**src/hw/mm_buf_cfg.svh**
```systemverilog
`ifndef MM_BUF_CFG_SVH
`define MM_BUF_CFG_SVH

// Stream and memory word width
`define MMB_DWIDTH  8

// Ring address width, 64 words
`define MMB_AWIDTH  6

// Burst length width, longest burst is 2**(width-1)
`define MMB_BWIDTH  4

//------------------------------------------------------------
// Stream side buffering
`define MMB_IDEPTH  8   // Input FIFO words
`define MMB_ODEPTH  8   // Output FIFO words

`endif
```
**src/hw/mm_buf_pkg.sv**
```systemverilog
`default_nettype none

`include "mm_buf_cfg.svh"

package mm_buf_pkg;

    // Words and addresses
    typedef logic [`MMB_DWIDTH - 1 : 0]                data_t;
    typedef logic [`MMB_AWIDTH - 1 : 0]                addr_t;
    typedef logic [`MMB_BWIDTH - 1 : 0]                bcnt_t;

    // Occupancy of the ring, one extra bit for the full count
    typedef logic [`MMB_AWIDTH : 0]                    ring_cnt_t;

    // FIFO used-word and credit counts
    typedef logic [$clog2(`MMB_IDEPTH + 1) - 1 : 0]    ififo_cnt_t;
    typedef logic [$clog2(`MMB_ODEPTH + 1) - 1 : 0]    ofifo_cnt_t;

    // Longest burst, top code of bcnt_t kept free
    localparam int unsigned MAXBURST = 2 ** (`MMB_BWIDTH - 1);

    // Ring size in words
    localparam int unsigned CAPACITY = 2 ** `MMB_AWIDTH;

endpackage : mm_buf_pkg

`default_nettype wire

```
**src/hw/mm_stream_buffer.sv**
```systemverilog
`timescale 1ns/10ps
`default_nettype none

`include "mm_buf_cfg.svh"

module mm_stream_buffer (
    input  wire                         clk,
    input  wire                         reset,

    // Input stream
    input  wire mm_buf_pkg::data_t      i_dat,
    input  wire                         i_val,
    output logic                        o_rdy_in,

    // Output stream
    output mm_buf_pkg::data_t           o_dat,
    output logic                        o_val,
    input  wire                         i_rdy_out,

    // Memory master
    output mm_buf_pkg::addr_t           o_m_addr,
    output mm_buf_pkg::bcnt_t           o_m_bcnt,
    output logic                        o_m_wreq,
    output mm_buf_pkg::data_t           o_m_wdat,
    output logic                        o_m_rreq,
    input  wire mm_buf_pkg::data_t      i_m_rdat,
    input  wire                         i_m_rval,
    input  wire                         i_m_busy
);

    import mm_buf_pkg::*;

    ififo_cnt_t ififo_used;
    logic       ififo_empty;
    logic       ififo_full;
    logic       ofifo_empty;
    logic       out_pop;        // Output handshake
    logic       rw_sel;
    logic       wr_beat;
    logic       rd_accept;
    logic       wr_last;
    logic       wr_ready;
    logic       rd_ready;
    logic       rd_stall;
    bcnt_t      rd_bcnt;
    ring_cnt_t  used_cnt;
    ring_cnt_t  free_cnt;
    logic       ring_full;
    logic       ring_empty;

    //------------------------------------------------------------
    // Stream buffers
    stream_fifo #(.T(data_t), .DEPTH(`MMB_IDEPTH)) ififo_inst (
        .clk(clk), .reset(reset),
        .i_data(i_dat), .i_push(i_val), .i_pop(wr_beat),
        .o_data(o_m_wdat), .o_empty(ififo_empty), .o_full(ififo_full), .o_used(ififo_used)
    );

    stream_fifo #(.T(data_t), .DEPTH(`MMB_ODEPTH)) ofifo_inst (
        .clk(clk), .reset(reset),
        .i_data(i_m_rdat), .i_push(i_m_rval), .i_pop(out_pop),
        .o_data(o_dat), .o_empty(ofifo_empty), .o_full(), .o_used()
    );

    assign o_rdy_in = ~ififo_full;
    assign o_val    = ~ofifo_empty;
    assign out_pop  = o_val & i_rdy_out;

    // Burst conditions seen by the arbiter
    assign wr_ready = ~ring_full & ~ififo_empty;
    assign rd_ready = ~ring_empty & ~rd_stall;

    burst_arbiter arbiter_inst (
        .clk(clk), .reset(reset), .i_busy(i_m_busy),
        .i_wr_ready(wr_ready), .i_rd_ready(rd_ready), .i_wr_last(wr_last),
        .o_wr_req(o_m_wreq), .o_rd_req(o_m_rreq), .o_rw_sel(rw_sel),
        .o_wr_beat(wr_beat), .o_rd_accept(rd_accept)
    );

    ring_tracker tracker_inst (
        .clk(clk), .reset(reset),
        .i_wr_beat(wr_beat), .i_rd_accept(rd_accept), .i_rd_bcnt(rd_bcnt),
        .o_used(used_cnt), .o_free(free_cnt), .o_full(ring_full), .o_empty(ring_empty)
    );

    burst_sizer sizer_inst (
        .clk(clk), .reset(reset),
        .i_wr_req(o_m_wreq), .i_rd_req(o_m_rreq), .i_rw_sel(rw_sel),
        .i_wr_beat(wr_beat), .i_rd_accept(rd_accept), .i_ififo_used(ififo_used),
        .i_used(used_cnt), .i_free(free_cnt), .i_out_pop(out_pop), .i_out_rdy(i_rdy_out),
        .o_wr_last(wr_last), .o_rd_bcnt(rd_bcnt), .o_m_addr(o_m_addr),
        .o_m_bcnt(o_m_bcnt), .o_rd_stall(rd_stall)
    );

endmodule : mm_stream_buffer

`default_nettype wire

```
**src/hw/burst_sizer.sv**
```systemverilog
`timescale 1ns/10ps
`default_nettype none

`include "mm_buf_cfg.svh"

module burst_sizer (
    input  wire                         clk,
    input  wire                         reset,

    input  wire                         i_wr_req,
    input  wire                         i_rd_req,
    input  wire                         i_rw_sel,
    input  wire                         i_wr_beat,
    input  wire                         i_rd_accept,

    input  wire mm_buf_pkg::ififo_cnt_t i_ififo_used,   // Input FIFO fill
    input  wire mm_buf_pkg::ring_cnt_t  i_used,         // Ring words held
    input  wire mm_buf_pkg::ring_cnt_t  i_free,         // Ring words free
    input  wire                         i_out_pop,      // Output handshake
    input  wire                         i_out_rdy,      // Output sink ready

    output logic                        o_wr_last,
    output mm_buf_pkg::bcnt_t           o_rd_bcnt,
    output mm_buf_pkg::addr_t           o_m_addr,
    output mm_buf_pkg::bcnt_t           o_m_bcnt,
    output logic                        o_rd_stall
);

    import mm_buf_pkg::*;

    bcnt_t      wr_bcnt;        // Write burst length, frozen while requesting
    bcnt_t      wr_cnt;         // Write beats left
    bcnt_t      wr_max;
    bcnt_t      wr_len;
    bcnt_t      rd_max;
    bcnt_t      rd_len;
    addr_t      wr_addr;
    addr_t      rd_addr;
    ofifo_cnt_t credit;         // Output FIFO words not yet promised
    ofifo_cnt_t credit_take;
    logic       stall_reg;

    //------------------------------------------------------------
    // Length limits
    assign wr_max = (i_ififo_used > MAXBURST) ? bcnt_t'(MAXBURST) : bcnt_t'(i_ififo_used);
    assign wr_len = (i_free > ring_cnt_t'(wr_max)) ? wr_max : bcnt_t'(i_free);
    assign rd_max = (credit > MAXBURST) ? bcnt_t'(MAXBURST) : bcnt_t'(credit);
    assign rd_len = (i_used > ring_cnt_t'(rd_max)) ? rd_max : bcnt_t'(i_used);

    always_ff @(posedge clk, posedge reset) begin
        if (reset) begin
            wr_bcnt   <= '0;
            wr_cnt    <= '0;
            o_rd_bcnt <= '0;
        end else begin
            if (!i_wr_req) begin                // Track limits until the burst starts
                wr_bcnt <= wr_len;
                wr_cnt  <= wr_len;
            end else if (i_wr_beat) begin
                wr_cnt  <= wr_cnt - 1'b1;
            end
            if (!i_rd_req)
                o_rd_bcnt <= rd_len;
        end
    end

    assign o_wr_last = (wr_cnt == bcnt_t'(1));

    //------------------------------------------------------------
    // Ring addresses, wrap by width
    always_ff @(posedge clk, posedge reset) begin
        if (reset) begin
            wr_addr <= '0;
            rd_addr <= '0;
        end else begin
            if (i_wr_beat && o_wr_last)
                wr_addr <= wr_addr + addr_t'(wr_bcnt);     // Whole burst done
            if (i_rd_accept)
                rd_addr <= rd_addr + addr_t'(o_rd_bcnt);
        end
    end

    //------------------------------------------------------------
    // Output credit and read stall
    assign credit_take = i_rd_accept ? ofifo_cnt_t'(o_rd_bcnt) : '0;

    always_ff @(posedge clk, posedge reset) begin
        if (reset) begin
            credit    <= ofifo_cnt_t'(`MMB_ODEPTH);
            stall_reg <= 1'b0;
        end else begin
            credit <= credit - credit_take + ofifo_cnt_t'(i_out_pop);
            if (stall_reg)
                stall_reg <= ~i_out_rdy;            // Held until the sink moves
            else
                stall_reg <= i_rd_accept & ~i_out_rdy & (credit <= ofifo_cnt_t'(o_rd_bcnt));
        end
    end

    // No credit at all also blocks a read, so no zero-length burst goes out
    assign o_rd_stall = stall_reg | (credit == '0);

    assign o_m_addr = i_rw_sel ? wr_addr : rd_addr;
    assign o_m_bcnt = i_rw_sel ? wr_bcnt : o_rd_bcnt;

endmodule : burst_sizer

`default_nettype wire

```
**src/hw/ring_tracker.sv**
```systemverilog
`timescale 1ns/10ps
`default_nettype none

module ring_tracker (
    input  wire                     clk,
    input  wire                     reset,

    input  wire                     i_wr_beat,      // One word into the ring
    input  wire                     i_rd_accept,    // Read burst taken
    input  wire mm_buf_pkg::bcnt_t  i_rd_bcnt,      // Length of that burst

    output mm_buf_pkg::ring_cnt_t   o_used,
    output mm_buf_pkg::ring_cnt_t   o_free,
    output logic                    o_full,
    output logic                    o_empty
);

    import mm_buf_pkg::*;

    ring_cnt_t rd_len;                              // Burst length widened

    assign rd_len = ring_cnt_t'(i_rd_bcnt);

    //------------------------------------------------------------
    // Occupancy counters
    always_ff @(posedge clk, posedge reset) begin
        if (reset) begin
            o_used <= '0;
            o_free <= ring_cnt_t'(CAPACITY);        // Whole ring free
        end else if (i_wr_beat) begin
            o_used <= o_used + 1'b1;
            o_free <= o_free - 1'b1;
        end else if (i_rd_accept) begin
            o_used <= o_used - rd_len;
            o_free <= o_free + rd_len;
        end
    end

    //------------------------------------------------------------
    // Full flag
    always_ff @(posedge clk, posedge reset) begin
        if (reset)
            o_full <= 1'b0;
        else if (o_full)
            o_full <= ~i_rd_accept;                 // Any read frees space
        else
            o_full <= i_wr_beat & (o_used == ring_cnt_t'(CAPACITY - 1));
    end

    // Empty flag, set at reset
    always_ff @(posedge clk, posedge reset) begin
        if (reset)
            o_empty <= 1'b1;
        else if (o_empty)
            o_empty <= ~i_wr_beat;
        else
            o_empty <= i_rd_accept & (o_used <= rd_len);   // Read takes the rest
    end

endmodule : ring_tracker

`default_nettype wire

```
**src/hw/burst_arbiter.sv**
```systemverilog
`timescale 1ns/10ps
`default_nettype none

module burst_arbiter (
    input  wire     clk,
    input  wire     reset,

    input  wire     i_busy,         // Memory stall
    input  wire     i_wr_ready,     // Write burst possible
    input  wire     i_rd_ready,     // Read burst possible
    input  wire     i_wr_last,      // Current write beat ends the burst

    output logic    o_wr_req,
    output logic    o_rd_req,
    output logic    o_rw_sel,       // 1 selects write address and length
    output logic    o_wr_beat,
    output logic    o_rd_accept
);

    // Bit 0 read request, bit 1 write request, bit 2 write side selected
    typedef enum logic [2 : 0] {
        st_rd_idle = 3'b000,        // Last burst was a read, writes first
        st_rd_exec = 3'b001,
        st_wr_idle = 3'b100,        // Last burst was a write, reads first
        st_wr_exec = 3'b110
    } state_t;

    state_t state;
    state_t state_nxt;

    //------------------------------------------------------------
    // Next state
    always_comb begin
        state_nxt = state;
        case (state)
            st_rd_idle:
                if (i_wr_ready)
                    state_nxt = st_wr_exec;
                else if (i_rd_ready)
                    state_nxt = st_rd_exec;
            st_rd_exec:
                if (!i_busy)                        // Accepted in one cycle
                    state_nxt = i_wr_ready ? st_wr_exec : st_rd_idle;
            st_wr_idle:
                if (i_rd_ready)
                    state_nxt = st_rd_exec;
                else if (i_wr_ready)
                    state_nxt = st_wr_exec;
            st_wr_exec:
                if (!i_busy && i_wr_last)           // Final beat
                    state_nxt = i_rd_ready ? st_rd_exec : st_wr_idle;
            default:
                state_nxt = st_rd_idle;             // Unused codes recover
        endcase
    end

    always_ff @(posedge clk, posedge reset) begin
        if (reset)
            state <= st_rd_idle;
        else
            state <= state_nxt;
    end

    // Strobes straight from the state code
    assign o_rd_req    = state[0];
    assign o_wr_req    = state[1];
    assign o_rw_sel    = state[2];
    assign o_wr_beat   = o_wr_req & ~i_busy;        // One word moved
    assign o_rd_accept = o_rd_req & ~i_busy;        // Whole read burst taken

endmodule : burst_arbiter

`default_nettype wire

```
**src/hw/stream_fifo.sv**
```systemverilog
`timescale 1ns/10ps
`default_nettype none

module stream_fifo #(
    parameter type         T     = logic [7 : 0],   // Payload word
    parameter int unsigned DEPTH = 8                 // Words held
) (
    input  wire                                 clk,
    input  wire                                 reset,

    input  wire T                               i_data,
    input  wire                                 i_push,
    input  wire                                 i_pop,

    output T                                    o_data,     // Head word, show-ahead
    output logic                                o_empty,
    output logic                                o_full,
    output logic [$clog2(DEPTH + 1) - 1 : 0]    o_used
);

    localparam int unsigned AW = (DEPTH > 1) ? $clog2(DEPTH) : 1;  // Pointer bits
    localparam int unsigned CW = $clog2(DEPTH + 1);                // Count bits

    T                   mem [DEPTH];    // Register array
    logic [AW - 1 : 0]  wr_ptr;
    logic [AW - 1 : 0]  rd_ptr;
    logic [CW - 1 : 0]  count;
    logic               push_ok;        // Push not blocked by full
    logic               pop_ok;         // Pop not blocked by empty

    // Wrap at DEPTH, also for depths that are not a power of 2
    function automatic logic [AW - 1 : 0] next_ptr(input logic [AW - 1 : 0] ptr);
        if (ptr == AW'(DEPTH - 1))
            return '0;
        return ptr + 1'b1;
    endfunction

    assign push_ok = i_push & ~o_full;
    assign pop_ok  = i_pop & ~o_empty;

    //------------------------------------------------------------
    // Storage
    always_ff @(posedge clk) begin
        if (push_ok)
            mem[wr_ptr] <= i_data;
    end

    //------------------------------------------------------------
    // Pointers and fill count
    always_ff @(posedge clk, posedge reset) begin
        if (reset) begin
            wr_ptr <= '0;
            rd_ptr <= '0;
            count  <= '0;
        end else begin
            if (push_ok)
                wr_ptr <= next_ptr(wr_ptr);
            if (pop_ok)
                rd_ptr <= next_ptr(rd_ptr);
            case ({push_ok, pop_ok})
                2'b10:   count <= count + 1'b1;
                2'b01:   count <= count - 1'b1;
                default: count <= count;        // Both or neither
            endcase
        end
    end

    assign o_data  = mem[rd_ptr];               // Word visible the cycle after its push
    assign o_empty = (count == '0);
    assign o_full  = (count == CW'(DEPTH));
    assign o_used  = count;

endmodule : stream_fifo

`default_nettype wire

```
**config.mk**
```make
export PLATFORM = sky130hd
export DESIGN_NAME = mm_stream_buffer
export DESIGN_NICKNAME = d
export VERILOG_FILES = /design/src/hw/mm_buf_pkg.sv /design/src/hw/mm_stream_buffer.sv /design/src/hw/burst_sizer.sv /design/src/hw/ring_tracker.sv /design/src/hw/burst_arbiter.sv /design/src/hw/stream_fifo.sv
export VERILOG_INCLUDE_DIRS = /design/src /design/src/hw
export SDC_FILE = /design/constraint.sdc
export NUM_CORES = 1
export LEC_CHECK = 0
export BUFFER_PORTS_ARGS = -buffer_cell sky130_fd_sc_hd__buf_2
export CAP_MARGIN = 20
export CORE_MARGIN = 4
export CORE_UTILIZATION = 40
export CTS_CLUSTER_SIZE = 14
export DETAILED_ROUTE_END_ITERATION = 10
export PLACE_DENSITY = 0.62
export SYNTH_ARGS = -nofsm -noshare
export SYNTH_HDL_FRONTEND = slang
export SYNTH_SLANG_ARGS = --single-unit
```
**constraint.sdc**
```tcl
create_clock -name clk -period 2.6 [get_ports clk]
set_input_delay 0 -clock clk [delete_from_list [all_inputs] [get_ports clk]]
set_output_delay 0 -clock clk [all_outputs]
set_load 0.01 [all_outputs]
```
# Word-level counts from Yosys, hierarchy flattened
# Memories as Yosys holds them, arrays and structs flattened.
# Index checks and enable logic that the tools add are counted.
[word_totals]
ff_bits = 68
latchBits = 0
ram_bits = 128
rom_bits = 0
inputBits = 22
output_inout_bits = 30
n_memories = 2
[op_classes]
n_addsub = 17
n_mul = 0
div = 0
n_lt_le_gt_ge = 6
n_eq_ne = 20
shifts = 0
muxes = 47
bitwise_logic = 25
n_reduce_logical = 11
[mem_list]
columns = ["name", "words", "word_bits", "read_ports", "rd_ports_with_merged_regs", "write_ports", "line_no", "source"]
rows = [
  ["ififo_inst.mem", 8, 8, 1, 0, 1, "stream_fifo.sv:24", "T mem [DEPTH];"],
  ["ofifo_inst.mem", 8, 8, 1, 0, 1, "stream_fifo.sv:24", ""],
]
[ops]
columns = ["operator", "n"]
rows = [
  ["two-way mux 3 bit", 16],
  ["two-way mux 4 bit", 8],
  ["two-way mux 7 bit", 4],
  ["equality test 3 bit, second input constant", 6],
  ["one-hot mux 4 bit (2 select lines)", 2],
  ["two-way mux 1 bit", 15],
  ["> comparator 7 x 4 -> 1 bit", 2],
  ["AND 1 bit", 13],
  ["adder 3 x 1 -> 3 bit, second input constant", 4],
  ["adder 6 x 4 -> 6 bit", 2],
  ["zero test 4 bit", 3],
  ["one-hot mux 3 bit (4 select lines)", 1],
  ["subtractor 4 x 1 -> 4 bit, second input constant", 3],
  ["inverter 1 bit", 11],
  ["adder 4 x 1 -> 4 bit, second input constant", 2],
  ["equality test 4 bit, second input constant", 2],
  ["> comparator 4 bit, second input constant", 2],
  ["adder 7 x 1 -> 7 bit, second input constant", 1],
  ["adder 7 x 4 -> 7 bit", 1],
  ["equality test 7 x 6 -> 1 bit, second input constant", 1],
  ["<= comparator 7 x 4 -> 1 bit", 1],
  ["subtractor 7 x 1 -> 7 bit, second input constant", 1],
  ["subtractor 7 x 4 -> 7 bit", 1],
  ["two-way mux 6 bit", 1],
  ["other kinds (16)", 23],
]

# Longest topological paths before layout
# Gate-level depths: netlist of run 1.
[logic_depth]
word_depth = 7
ltp_mapped = 11
depth_no_buf = 11

# Cells and area by module
# From an unflattened synthesis of run 1, not the netlist that was laid out.
[unflattened]
hier_cells = 709
hier_area_um2 = 9954.5
[by_module_without_submodules]
columns = ["module", "instances", "cells_per_inst", "area_each_um2"]
rows = [
  ["stream_fifo at ififo_inst", 1, 163, 3168.0],
  ["stream_fifo at ofifo_inst", 1, 161, 3158.0],
  ["burst_sizer", 1, 217, 2122.0],
  ["ring_tracker", 1, 143, 1263.7],
  ["burst_arbiter", 1, 20, 221.5],
  ["mm_stream_buffer", 1, 5, 21.3],
]

# Least setup slack after synthesis of run 1
# OpenSTA, ideal clock, no wires.
[synth_path]
path_kind = "reg2reg"
startpoint = "register sizer_inst.o_rd_bcnt[1]"
endpoint = "register tracker_inst.o_free[6]"
t_arrival_ns = 2.312
required_time_ns = 2.514
slack_ns = 0.202
path_stages_with_launch = 12
path_buffers = 0
period_less_slack_ns = 2.398
cell_sequence = "dfrtp_1 inv_1 ha_1 or3b_1 and2_4 inv_1 ha_1 o21a_1 o31a_1 o31ai_1 mux2i_1 o21ai_1"
[synth_via]
elab_chain_len = 3
[synth_rtl]
columns = ["element", "line_no", "source"]
rows = [
  ["start, declared", "burst_sizer.sv:23", "output mm_buf_pkg::bcnt_t o_rd_bcnt,"],
  ["start signal, assigned", "burst_sizer.sv:63", "o_rd_bcnt <= rd_len;"],
  ["adder 7 x 4 -> 7 bit", "ring_tracker.sv:35", "o_free <= o_free + rd_len;"],
  ["two-way mux 7 bit", "ring_tracker.sv:33", "end else if (i_rd_accept) begin"],
  ["two-way mux 7 bit", "ring_tracker.sv:30", "end else if (i_wr_beat) begin"],
  ["end signal, assigned", "ring_tracker.sv:29", "o_free <= ring_cnt_t'(CAPACITY);"],
  ["end signal, assigned", "ring_tracker.sv:32", "o_free <= o_free - 1'b1;"],
  ["end signal, assigned", "ring_tracker.sv:35", ""],
  ["end, declared", "ring_tracker.sv:13", "output mm_buf_pkg::ring_cnt_t o_free,"],
]
# Every way passes these cells. The select of a mux whose other input is x is not followed.
# A chain may end at the register's enable or synchronous reset.

# Final worst setup path of run 1
[layout_path]
startpoint = "register sizer_inst.o_rd_bcnt[0]"
endpoint = "register tracker_inst.o_free[6]"
# The elaborated chain is that of the path after synthesis.

==> results.md, run 1 <==
* Layout area overhead at 17.2%
* Syn_nets at 776
* Vias at 5789
* IO Port Bufs at 51
* EDFF count, synth at 128
* Dpl cells at 1081
* Unrepaired setup endpoints after global routing: false
* Cells after Synth at 693
* First-pass GRT wire length at 31500 um
* Clock Latency Late Sink at 0.43 ns
* Crit-path max cell delay at 0.38 ns
* Arr. time, crit path at 2.81 ns
* Min cycle time layout at 2.45 ns
* DR iter-0 viols at 222
* Ys flop type: edfxtp_1
* Global Route Usage Sum at 15.2%
* HPWL Detailed at 13300 um
* CP Launch Type: flip-flop
* # hold bufs at CTS at 18
* Crit-path max FO at 6
* Core Area at 23500 um^2
* Hold path startpoint: i_val
* Largest net degree at the start of global routing at 29
* Global placement routability congestion at 0.780
* Std-Cell Rows at 56
* Critical path startpoint: sizer_inst.o_rd_bcnt[0]$_DFFE_PP0N_
* NumNets Final at 882
* Detailed Routing Iterations Pass 1 at 4
* Period utilisation layout at 94.4%
* Routed wire per std cell at 16.8 um
* Total power at 13.6 mW
* Initial antenna violation count at 0
* Adder-cell share of the synthesized area at 8.54%
* Setup TNS at 0 ns
* CP required at 2.95 ns
* Initial core utilization at 40.7%
* Mapped cell area at 9550 um^2
* Worst rel slew slack at 52.9%
* Static leakage at 4.45 nW
* Crit-path cells: inv_1, ha_1, or3b_1, and2_4, inv_1, ha_1, o21a_1, o31a_1, o31ai_1, mux2i_1, o21ai_1
* Seq/Total Area, Yosys at 58.1%
* Avg Cell Area, Syn at 13.8 um^2
* CTS tree: done
* Crit path max-delay cell type: dfrtp_1
* Fin Clk Skew at 0.0124 ns
* Die Span X at 163 um
* Post-CTS sizing at 0
* Die Ht at 163 um
* Async SR Flop Fraction at 34.7%
* XOR/XNOR Fraction of Synth Area at 2.93%
* GR Overflow Total at 0
* WS Path Type: flip-flop to flip-flop
* Final wirelength at 19000 um
* Final setup viols at 0
* Seq cells post-synth at 196
* Synth Area in Simple Gates at 8.23%
* F_max at 407 MHz
* Final antenna-violating net count at 0
* Ys Warns at 0
* Worst Setup End Kind: flip-flop
* Final Hold Viols at 0
* # H-tree levels at 4
* Outcome: finished clean
* Root buffer cell: clkbuf_16
* MaxCap Viol Count at 0
* Ratio of cells with drive above 1 in the final layout at 24.8%
* PwrDens at 1220 nW/um^2
* Setup ws final at 0.145 ns
* Min-delay worst type: input port to flip-flop
* Yosys cell types at 60
* Mux contribution to synthesized area at 12.6%
* Residual DRC count at 0
* Vias in the first global route at 6027
* CTS Buffer Depth at 2
* Final Non-Filler Cells at 1131
* Sink Count at 196
* Worst Max-Slew Pin Slew at 0.701 ns
* Max-slew violations at 0
* I/O pin count at 52
* Dpl ws at 0.155 ns
* Post-CTS Setup Inserts at 0
* Vias per cell at 5.12
* Worst IR drop on VDD at 575 uV
* Die area at 26400 um^2
* Finished Core Util at 47.7%
* Clock Pin Slew Worst Setup and Hold Paths at 0.08 ns
* CTS Buf Count at 17
* Largest family of logic cells by synthesized area: multiplexers
* Regs by FF count: ififo_inst.mem (64), ofifo_inst.mem (64)
* N_diodes at 0
* Synth Area in Compound Gates at 6.82%
* Reg-to-Reg Start: sizer_inst.o_rd_bcnt[0]$_DFFE_PP0N_
worst max-delay path: cells and delay by family (launching register included):
kind            cells  cell delay (ns)
compound gates      4             0.62
simple gates        2             0.52
fa+ha+maj           2             0.44
flops               1             0.38
mux                 1             0.23
buf+inv             2             0.19
cells in the final DEF, fill, tap and decap left out, drive strengths merged, types with 4 or more instances in the layout:
| master | n |
|---|---|
| dlygate4sd3 | 18 |
| nor2b | 12 |
| xor2 | 13 |
| mux4 | 32 |
| dfrtp | 65 |
| edfxtp | 128 |
| nand2b | 15 |
| xnor2 | 19 |
| mux2i | 11 |
| a21o | 10 |
| nand2 | 51 |
| nor3 | 17 |
| mux2 | 33 |
| fa | 7 |
| clkbuf | 17 |
| inv | 48 |
| o21ai | 40 |
| a21oi | 22 |
| a21boi | 8 |
| o21a | 4 |
| buf | 91 |
| ha | 54 |
| nand3 | 7 |
| nor4 | 4 |
| nor2 | 36 |
| clkinv | 7 |
through the flow:
stage | hold slack, ns | cell area (um^2)
after detailed placement | 0.0808 | 10400
after global placement | 0.0802 | 10400
after CTS | 0.00640 | 11200
after floorplan | 0.0668 | 9550
after global routing | 0.0102 | 11200
final | 0.0252 | 11200
final cells by class:
cell class,instances,area [um^2]
repair buffers,109,736
flip-flops and latches,196,5550
clock inverters,15,193
fillers,2075,12300
clock buffers,17,425
multi-input cells,435,3740
inverters,40,150
well taps,319,399
kinds of logic after synthesis:
logic type,after synthesis
DFF,196
and+or+nand+nor,162
AOI/OAI and AO/OA,104
muxes,76
buffers and inverters,62
adders and majority gates,61
xor gates and xnor gates,32
synth_stat cells (3+ instances only):
| cell type | n | share of area, % |
|---|---|---|
| a21oi_1 | 22 | 1.2 |
| nand4_1 | 3 | 0.20 |
| nand2b_1 | 15 | 0.98 |
| or4_1 | 3 | 0.24 |
| nand2_1 | 50 | 2.0 |
| nor2b_1 | 12 | 0.79 |
| xor2_1 | 13 | 1.2 |
| edfxtp_1 | 128 | 40 |
| dfstp_2 | 3 | 0.83 |
| inv_1 | 39 | 1.5 |
| fa_1 | 7 | 1.5 |
| a21o_1 | 10 | 0.79 |
| buf_4 | 3 | 0.24 |
| nor4_1 | 4 | 0.26 |
| mux2i_1 | 11 | 1.2 |
| nor3_1 | 17 | 0.89 |
| mux4_2 | 32 | 7.5 |
| buf_2 | 5 | 0.26 |
| mux2_2 | 33 | 3.9 |
| ha_1 | 54 | 7.1 |
| o21a_1 | 4 | 0.31 |
| dfrtp_1 | 65 | 17 |
| clkbuf_1 | 9 | 0.35 |
| nand3_1 | 7 | 0.37 |
| nor2_1 | 36 | 1.4 |
| o21ai_0 | 37 | 1.9 |
| xnor2_1 | 19 | 1.7 |
| o41ai_1 | 3 | 0.28 |
| a21boi_0 | 8 | 0.63 |
where the power goes:
group	leakage, nW	switching [mW]	internal [mW]
logic	2.16	3.12	2.98
clock network	0.300	1.34	1.32
registers	1.98	0.706	4.17
routing by layer:
metal | up-vias | share of wire [%] | wire length [um] | global-route usage [%]
li1 | 2781 | - | - | -
met1 | 2911 | 48 | 9170 | 21.3
met2 | 87 | 48 | 9000 | 24.6
met3 | 10 | 3.3 | 620 | 3.34
met4 | 0 | 0.81 | 153 | 3.35
met5 | - | 0 | 0 | 0
worst paths after layout:
path | slack [ns] | cells after the start | to
hold / removal | 0.03 | 4 | ififo_inst.wr_ptr[1]$_DFFE_PP0P_
setup / recovery | 0.15 | 11 | tracker_inst.o_free[6]$_DFFE_PP1P_
hold reg to reg | 0.48 | 1 | sizer_inst.wr_addr[5]$_DFFE_PP0P_
max in group asynchronous | 1.66 | 4 | ififo_inst.o_used[1]$_DFFE_PP0P_
setup reg to reg | 0.15 | 11 | tracker_inst.o_free[6]$_DFFE_PP1P_
min in group asynchronous | 0.15 | 3 | sizer_inst.rd_addr[4]$_DFFE_PP0P_
Power figures use the tool's default switching activity.
==> run 2, diff against run 1 <==
- CAP_MARGIN: 20 -> not set
- clock period: 2.6 -> 3.1 ns (I/O delays scaled with it)
==> run 2 against run 1 <==
  * Critical path depth unchanged
  * Critical path type unchanged
  * Largest power group unchanged
  * Clock skew down 0.0012 ns
  * Largest cell class unchanged
  * First-iteration DRC count rose by 28%
  * Cell count shrank 1.5%
  * Global-route usage fell by 0.092 points
==> results.md, run 2 (synthesized netlist as in run 1, its figures left out) <==
* Min cycle time layout at 2.64 ns (was 2.45 ns)
* Regs by FF count: ififo_inst.mem (64), ofifo_inst.mem (64) (unchanged)
* Static leakage at 4.36 nW (was 4.45 nW)
* I/O pin count at 52 (unchanged)
* GR Overflow Total at 0 (unchanged)
* DR iter-0 viols at 284 (was 222)
* CTS Buffer Depth at 2 (unchanged)
* Clock Pin Slew Worst Setup and Hold Paths at 0.08 ns (about the same)
* Global Route Usage Sum at 15.1% (was 15.2%)
* Setup TNS at 0 ns (unchanged)
* Hold slack at 0.0402 ns (was 0.0252 ns)
* Final wirelength at 18600 um (was 19000 um)
* Initial core utilization at 40.7% (unchanged)
* CTS tree: done (unchanged)
* First-pass GRT wire length at 31400 um (was 31500 um)
* Core Area at 23500 um^2 (unchanged)
* Most frequent cells in the layout: 128 x edfxtp_1, 65 x dfrtp_1, 54 x ha_1 (unchanged)
* N_diodes at 0 (unchanged)
* Sink Count at 196 (unchanged)
* Gr busiest metal: met2 (unchanged)
* Die Ht at 163 um (unchanged)
* Vias at 5590 (was 5789)
* Worst Setup End Kind: flip-flop (unchanged)
* Commonest non-fill, non-tap cell in the layout: edfxtp_1 (unchanged)
* F_max at 379 MHz (was 407 MHz)
* Final Non-Filler Cells at 1114 (was 1131)
* Largest net degree at the start of global routing at 38 (was 29)
* Layout area overhead at 15.9% (was 17.2%)
* Global placement routability congestion at 0.796 (was 0.780)
* Worst Max-Slew Pin Slew at 0.916 ns (was 0.701 ns)
* Setup ws final at 0.461 ns (was 0.145 ns)
* CTS Buf Count at 17 (unchanged)
* WS Path Type: flip-flop to flip-flop (unchanged)
* Residual DRC count at 0 (unchanged)
* Root buffer cell: clkbuf_16 (unchanged)
* Crit-path max FO at 6 (unchanged)
* GRT met1 Usage at 21.5% (was 21.3%)
* Ratio of cells with drive above 1 in the final layout at 22.9% (was 24.8%)
* MaxCap Viol Count at 0 (unchanged)
* Max-slew violations at 0 (unchanged)
* Met3 Usage GRT at 3.47% (was 3.34%)
* Initial antenna violation count at 0 (unchanged)
* Std-Cell Rows at 56 (unchanged)
* Vias in the first global route at 5915 (was 6027)
* GR Util met2 at 24.0% (was 24.6%)
* Die Span X at 163 um (unchanged)
* Total power at 11.3 mW (was 13.6 mW)
* HPWL Detailed at 12700 um (was 13300 um)
* Fin Clk Skew at 0.0112 ns (was 0.0124 ns)
* Min-delay worst type: input port to flip-flop (unchanged)
* Dpl ws at 0.472 ns (was 0.155 ns)
* CP required at 3.46 ns (was 2.95 ns)
* Vias per cell at 5.02 (was 5.12)
* Clock Latency Late Sink at 0.43 ns (about the same)
* PwrDens at 1020 nW/um^2 (was 1220 nW/um^2)
* # H-tree levels at 4 (unchanged)
* Worst rel slew slack at 38.1% (was 52.9%)
* FILL cells at 2085 (was 2075)
* Final Hold Viols at 0 (unchanged)
* Unrepaired setup endpoints after global routing: false (unchanged)
* NumNets Final at 865 (was 882)
* Dpl cells at 1063 (was 1081)
* Routed wire per std cell at 16.7 um (was 16.8 um)
* Arr. time, crit path at 3.00 ns (was 2.81 ns)
* Outcome: finished clean (unchanged)
* CP Launch Type: flip-flop (unchanged)
* Detailed Routing Iterations Pass 1 at 4 (unchanged)
* Final setup viols at 0 (unchanged)
* Die area at 26400 um^2 (unchanged)
* IO Port Bufs at 51 (unchanged)
* Worst IR drop on VDD at 421 uV (was 575 uV)
* Period utilisation layout at 85.1% (was 94.4%)
* Final antenna-violating net count at 0 (unchanged)
run 2: changes by cell type in the layout (fill, tap and decap cells not counted), sizes merged:
cell	previous run	this run
buf	91	73
clkinv	7	6
clkbuf	17	18
dlygate4sd3	18	19
run 2: metrics by stage:
stage	area [um^2]	utilization (%)
after floorplan	9550	-
after global placement	10300	43.8
after detailed placement	10300	43.8
after CTS	11100	47.2
after global routing	11100	47.2
final	11100	47.2
run 2: worst max-delay path, stage by stage, from the launching register on:
cell	delay (ns)
dfrtp_1	0.46
inv_1	0.22
ha_1	0.22
or3b_1	0.36
and2_4	0.19
inv_1	0.07
ha_1	0.24
o21a_1	0.11
o31a_1	0.15
o31ai_1	0.26
mux2i_1	0.21
o21ai_1	0.08
run 2: worst paths after layout:
check / start / endpoint / slack, ns / cells past startpoint
setup / recovery: sizer_inst.o_rd_bcnt[1]$_DFFE_PP0N_ / tracker_inst.o_free[6]$_DFFE_PP1P_ / 0.46 / 11
hold / removal: i_m_busy / arbiter_inst.state[0]$_DFFE_PP0P_ / 0.04 / 3
setup reg to reg: sizer_inst.o_rd_bcnt[1]$_DFFE_PP0N_ / tracker_inst.o_free[6]$_DFFE_PP1P_ / 0.46 / 11
hold reg to reg: sizer_inst.wr_addr[5]$_DFFE_PP0P_ / sizer_inst.wr_addr[5]$_DFFE_PP0P_ / 0.47 / 1
max in group asynchronous: reset / tracker_inst.o_free[3]$_DFFE_PP0P_ / 2.14 / 4
min in group asynchronous: reset / sizer_inst.rd_addr[5]$_DFFE_PP0P_ / 0.29 / 3
run 2: area by class of cell:
cell class	count	area [um^2]	share of cell area (%)
sequential	196	5550	50.1
tap	319	399	3.61
clock inverter	14	175	1.58
inverter	40	150	1.36
timing repair buffer	92	623	5.63
clock buffer	18	429	3.88
multi-input combinational	435	3740	33.8
run 2: where the power goes:
| part | switching [mW] | internal (mW) | total (mW) | leakage [nW] |
|---|---|---|---|---|
| Combinational | 2.50 | 2.42 | 4.92 | 2.08 |
| Sequential | 0.701 | 3.50 | 4.20 | 1.98 |
| Clock | 1.12 | 1.10 | 2.22 | 0.293 |
run 2: what timing repair did:
item / in CTS / in global routing
hold buffers: 19 / 0
setup buffers: 0 / 0
endpoints found under the hold margin: 165 / 0
gates resized for setup: 0 / 0
run 2: metal layers:
layer  vias up  routed length [um]
met3         7                 734
met1      2760                8930
met4         0                 119
met5         -                   0
met2        84                8850
li1       2739                   -
==> run 3, diff against run 2 <==
- CORE_ASPECT_RATIO: not set -> 1.1
- CTS_BUF_LIST: not set -> sky130_fd_sc_hd__clkbuf_8
==> run 3 against run 2 <==
  * Hold slack improved by 0.019 ns
  * Non-clock buffer count grew 3
  * Flip-flop and latch count is the same
  * Worst setup slack lost 0.046 ns
  * Via count fell by 0.11%
  * Cell count shrank 0.99%
  * Clock skew up 0.0079 ns
  * Highest routed layer unchanged
==> results.md, run 3 (synthesized netlist as in run 1, its figures left out) <==
* Final setup viols at 0 (unchanged)
* Unrepaired setup endpoints after global routing: false (unchanged)
* Static leakage at 4.29 nW (was 4.36 nW)
* Sink Count at 196 (unchanged)
* WS Path Type: flip-flop to flip-flop (unchanged)
* Worst Max-Slew Pin Slew at 0.907 ns (was 0.916 ns)
* Worst rel slew slack at 39.3% (was 38.1%)
* Residual DRC count at 0 (unchanged)
* PwrDens at 988 nW/um^2 (was 1020 nW/um^2)
* Die Span X at 155 um (was 163 um)
* Crit-path max FO at 6 (unchanged)
* MaxCap Viol Count at 0 (unchanged)
* Outcome: finished clean (unchanged)
* CTS Buf Count at 17 (unchanged)
* Reg-to-Reg Start: sizer_inst.o_rd_bcnt[1]$_DFFE_PP0N_ (unchanged)
* Vias per cell at 5.06 (was 5.02)
* Vias at 5584 (was 5590)
* CP Launch Type: flip-flop (unchanged)
* Ratio of cells with drive above 1 in the final layout at 23.3% (was 22.9%)
* Setup ws final at 0.415 ns (was 0.461 ns)
* Clock Pin Slew Worst Setup and Hold Paths at 0.11 ns (was 0.08 ns)
* Hold path startpoint: i_m_busy (unchanged)
* Detailed Routing Iterations Pass 1 at 4 (unchanged)
* Most frequent cells in the layout: 128 x edfxtp_1, 65 x dfrtp_1, 54 x ha_1 (unchanged)
* Vias in the first global route at 5770 (was 5915)
* Routed wire per std cell at 16.3 um (was 16.7 um)
* Layout area overhead at 13.9% (was 15.9%)
* F_max at 372 MHz (was 379 MHz)
* Max-slew violations at 0 (unchanged)
* Initial core utilization at 40.6% (was 40.7%)
* Commonest non-fill, non-tap cell in the layout: edfxtp_1 (unchanged)
* Final wirelength at 18000 um (was 18600 um)
* DR iter-0 viols at 251 (was 284)
* I/O pin count at 52 (unchanged)
* Final antenna-violating net count at 0 (unchanged)
* Clock Latency Late Sink at 0.46 ns (was 0.43 ns)
* Die area at 26400 um^2 (about the same)
* Global placement routability congestion at 0.775 (was 0.796)
* Worst IR drop on VDD at 432 uV (was 421 uV)
* Std-Cell Rows at 59 (was 56)
* CTS Buffer Depth at 2 (unchanged)
* First-pass GRT wire length at 30000 um (was 31400 um)
* Post-CTS sizing at 0 (unchanged)
* HPWL Detailed at 12500 um (was 12700 um)
* Period utilisation layout at 86.6% (was 85.1%)
* # H-tree levels at 4 (unchanged)
* GR Overflow Total at 0 (unchanged)
* Fin Clk Skew at 0.0191 ns (was 0.0112 ns)
* Initial antenna violation count at 0 (unchanged)
* CP required at 3.49 ns (was 3.46 ns)
* Core Area at 23500 um^2 (about the same)
* Root buffer cell: clkbuf_8 (was clkbuf_16)
* Min-delay worst type: input port to flip-flop (unchanged)
* Critical path startpoint: sizer_inst.o_rd_bcnt[1]$_DFFE_PP0N_ (unchanged)
* Worst Setup End Kind: flip-flop (unchanged)
* Largest net degree at the start of global routing at 30 (was 38)
* Final Hold Viols at 0 (unchanged)
* Die Ht at 170 um (was 163 um)
* Total power at 10.7 mW (was 11.3 mW)
* Regs by FF count: ififo_inst.mem (64), ofifo_inst.mem (64) (unchanged)
* Global Route Usage Sum at 14.4% (was 15.1%)
* Dpl ws at 0.427 ns (was 0.472 ns)
* N_diodes at 0 (unchanged)
* CTS tree: done (unchanged)
* Min cycle time layout at 2.69 ns (was 2.64 ns)
* Setup TNS at 0 ns (unchanged)
* IO Port Bufs at 51 (unchanged)
* NumNets Final at 868 (was 865)
* Arr. time, crit path at 3.07 ns (was 3.00 ns)
## run 3: changes by cell type in the layout (fill, tap and decap cells not counted), moves of 2 or more
cell       before  now
clkbuf_16      17    0
clkbuf_8        0   17
buf_4          21   25
inv_12          2    0
## run 3: worst paths after layout
check,endpoint,slack (ns),cells after the start
worst max-delay path,tracker_inst.o_free[6]$_DFFE_PP1P_,0.41,11
worst min-delay path,arbiter_inst.state[0]$_DFFE_PP0P_,0.06,4
worst max register to register,tracker_inst.o_free[6]$_DFFE_PP1P_,0.41,11
worst min register to register,sizer_inst.wr_addr[5]$_DFFE_PP0P_,0.49,1
max in group asynchronous,sizer_inst.o_rd_bcnt[3]$_DFFE_PP0N_,2.12,4
min in group asynchronous,ofifo_inst.wr_ptr[0]$_DFFE_PP0P_,0.16,3
## run 3: what timing repair did
action / in CTS / in global routing
setup buffers: 0 / 0
hold buffers: 19 / 0
hold endpoints to repair: 159 / 0
## run 3: power by group
| group | internal, mW | total [mW] | switching [mW] |
|---|---|---|---|
| logic | 2.42 | 4.84 | 2.42 |
| registers | 3.49 | 4.22 | 0.730 |
| clock network | 0.688 | 1.68 | 0.990 |
## run 3: metrics by stage
stage / instances / hold WS, ns / instance area (um^2) / util, %
after floorplan: 693 / 0.0668 / 9550 / -
after global placement: 1052 / 0.122 / 10300 / 43.6
after detailed placement: 1052 / 0.119 / 10300 / 43.6
after CTS: 1103 / 0.0147 / 10900 / 46.2
after global routing: 1103 / 0.0638 / 10900 / 46.2
final: 1103 / 0.0590 / 10900 / 46.2
## run 3: metal layers
metal	vias to the layer above	part of all wire (%)	GRT usage (%)
met5	-	0	0
met4	0	1.1	3.77
met3	17	2.7	2.57
met2	71	48	23.3
met1	2737	48	20.1
li1	2759	-	-
## run 3: layout make-up
cell class,instances,area [um^2]
inverter,40,150
clock inverter,15,180
fill,2080,12700
clock buffer,17,234
timing repair buffer,95,633
tap,305,382
multi-input combinational,435,3750
sequential,196,5550
## run 3: critical path, cell delays in order (launching register included)
cell     delay [ns]
dfrtp_1        0.46
inv_1          0.22
ha_1           0.22
or3b_1         0.36
and2_4         0.18
inv_1          0.07
ha_1           0.25
o21a_1         0.12
o31a_1         0.15
o31ai_1        0.28
mux2i_1        0.22
o21ai_1        0.08
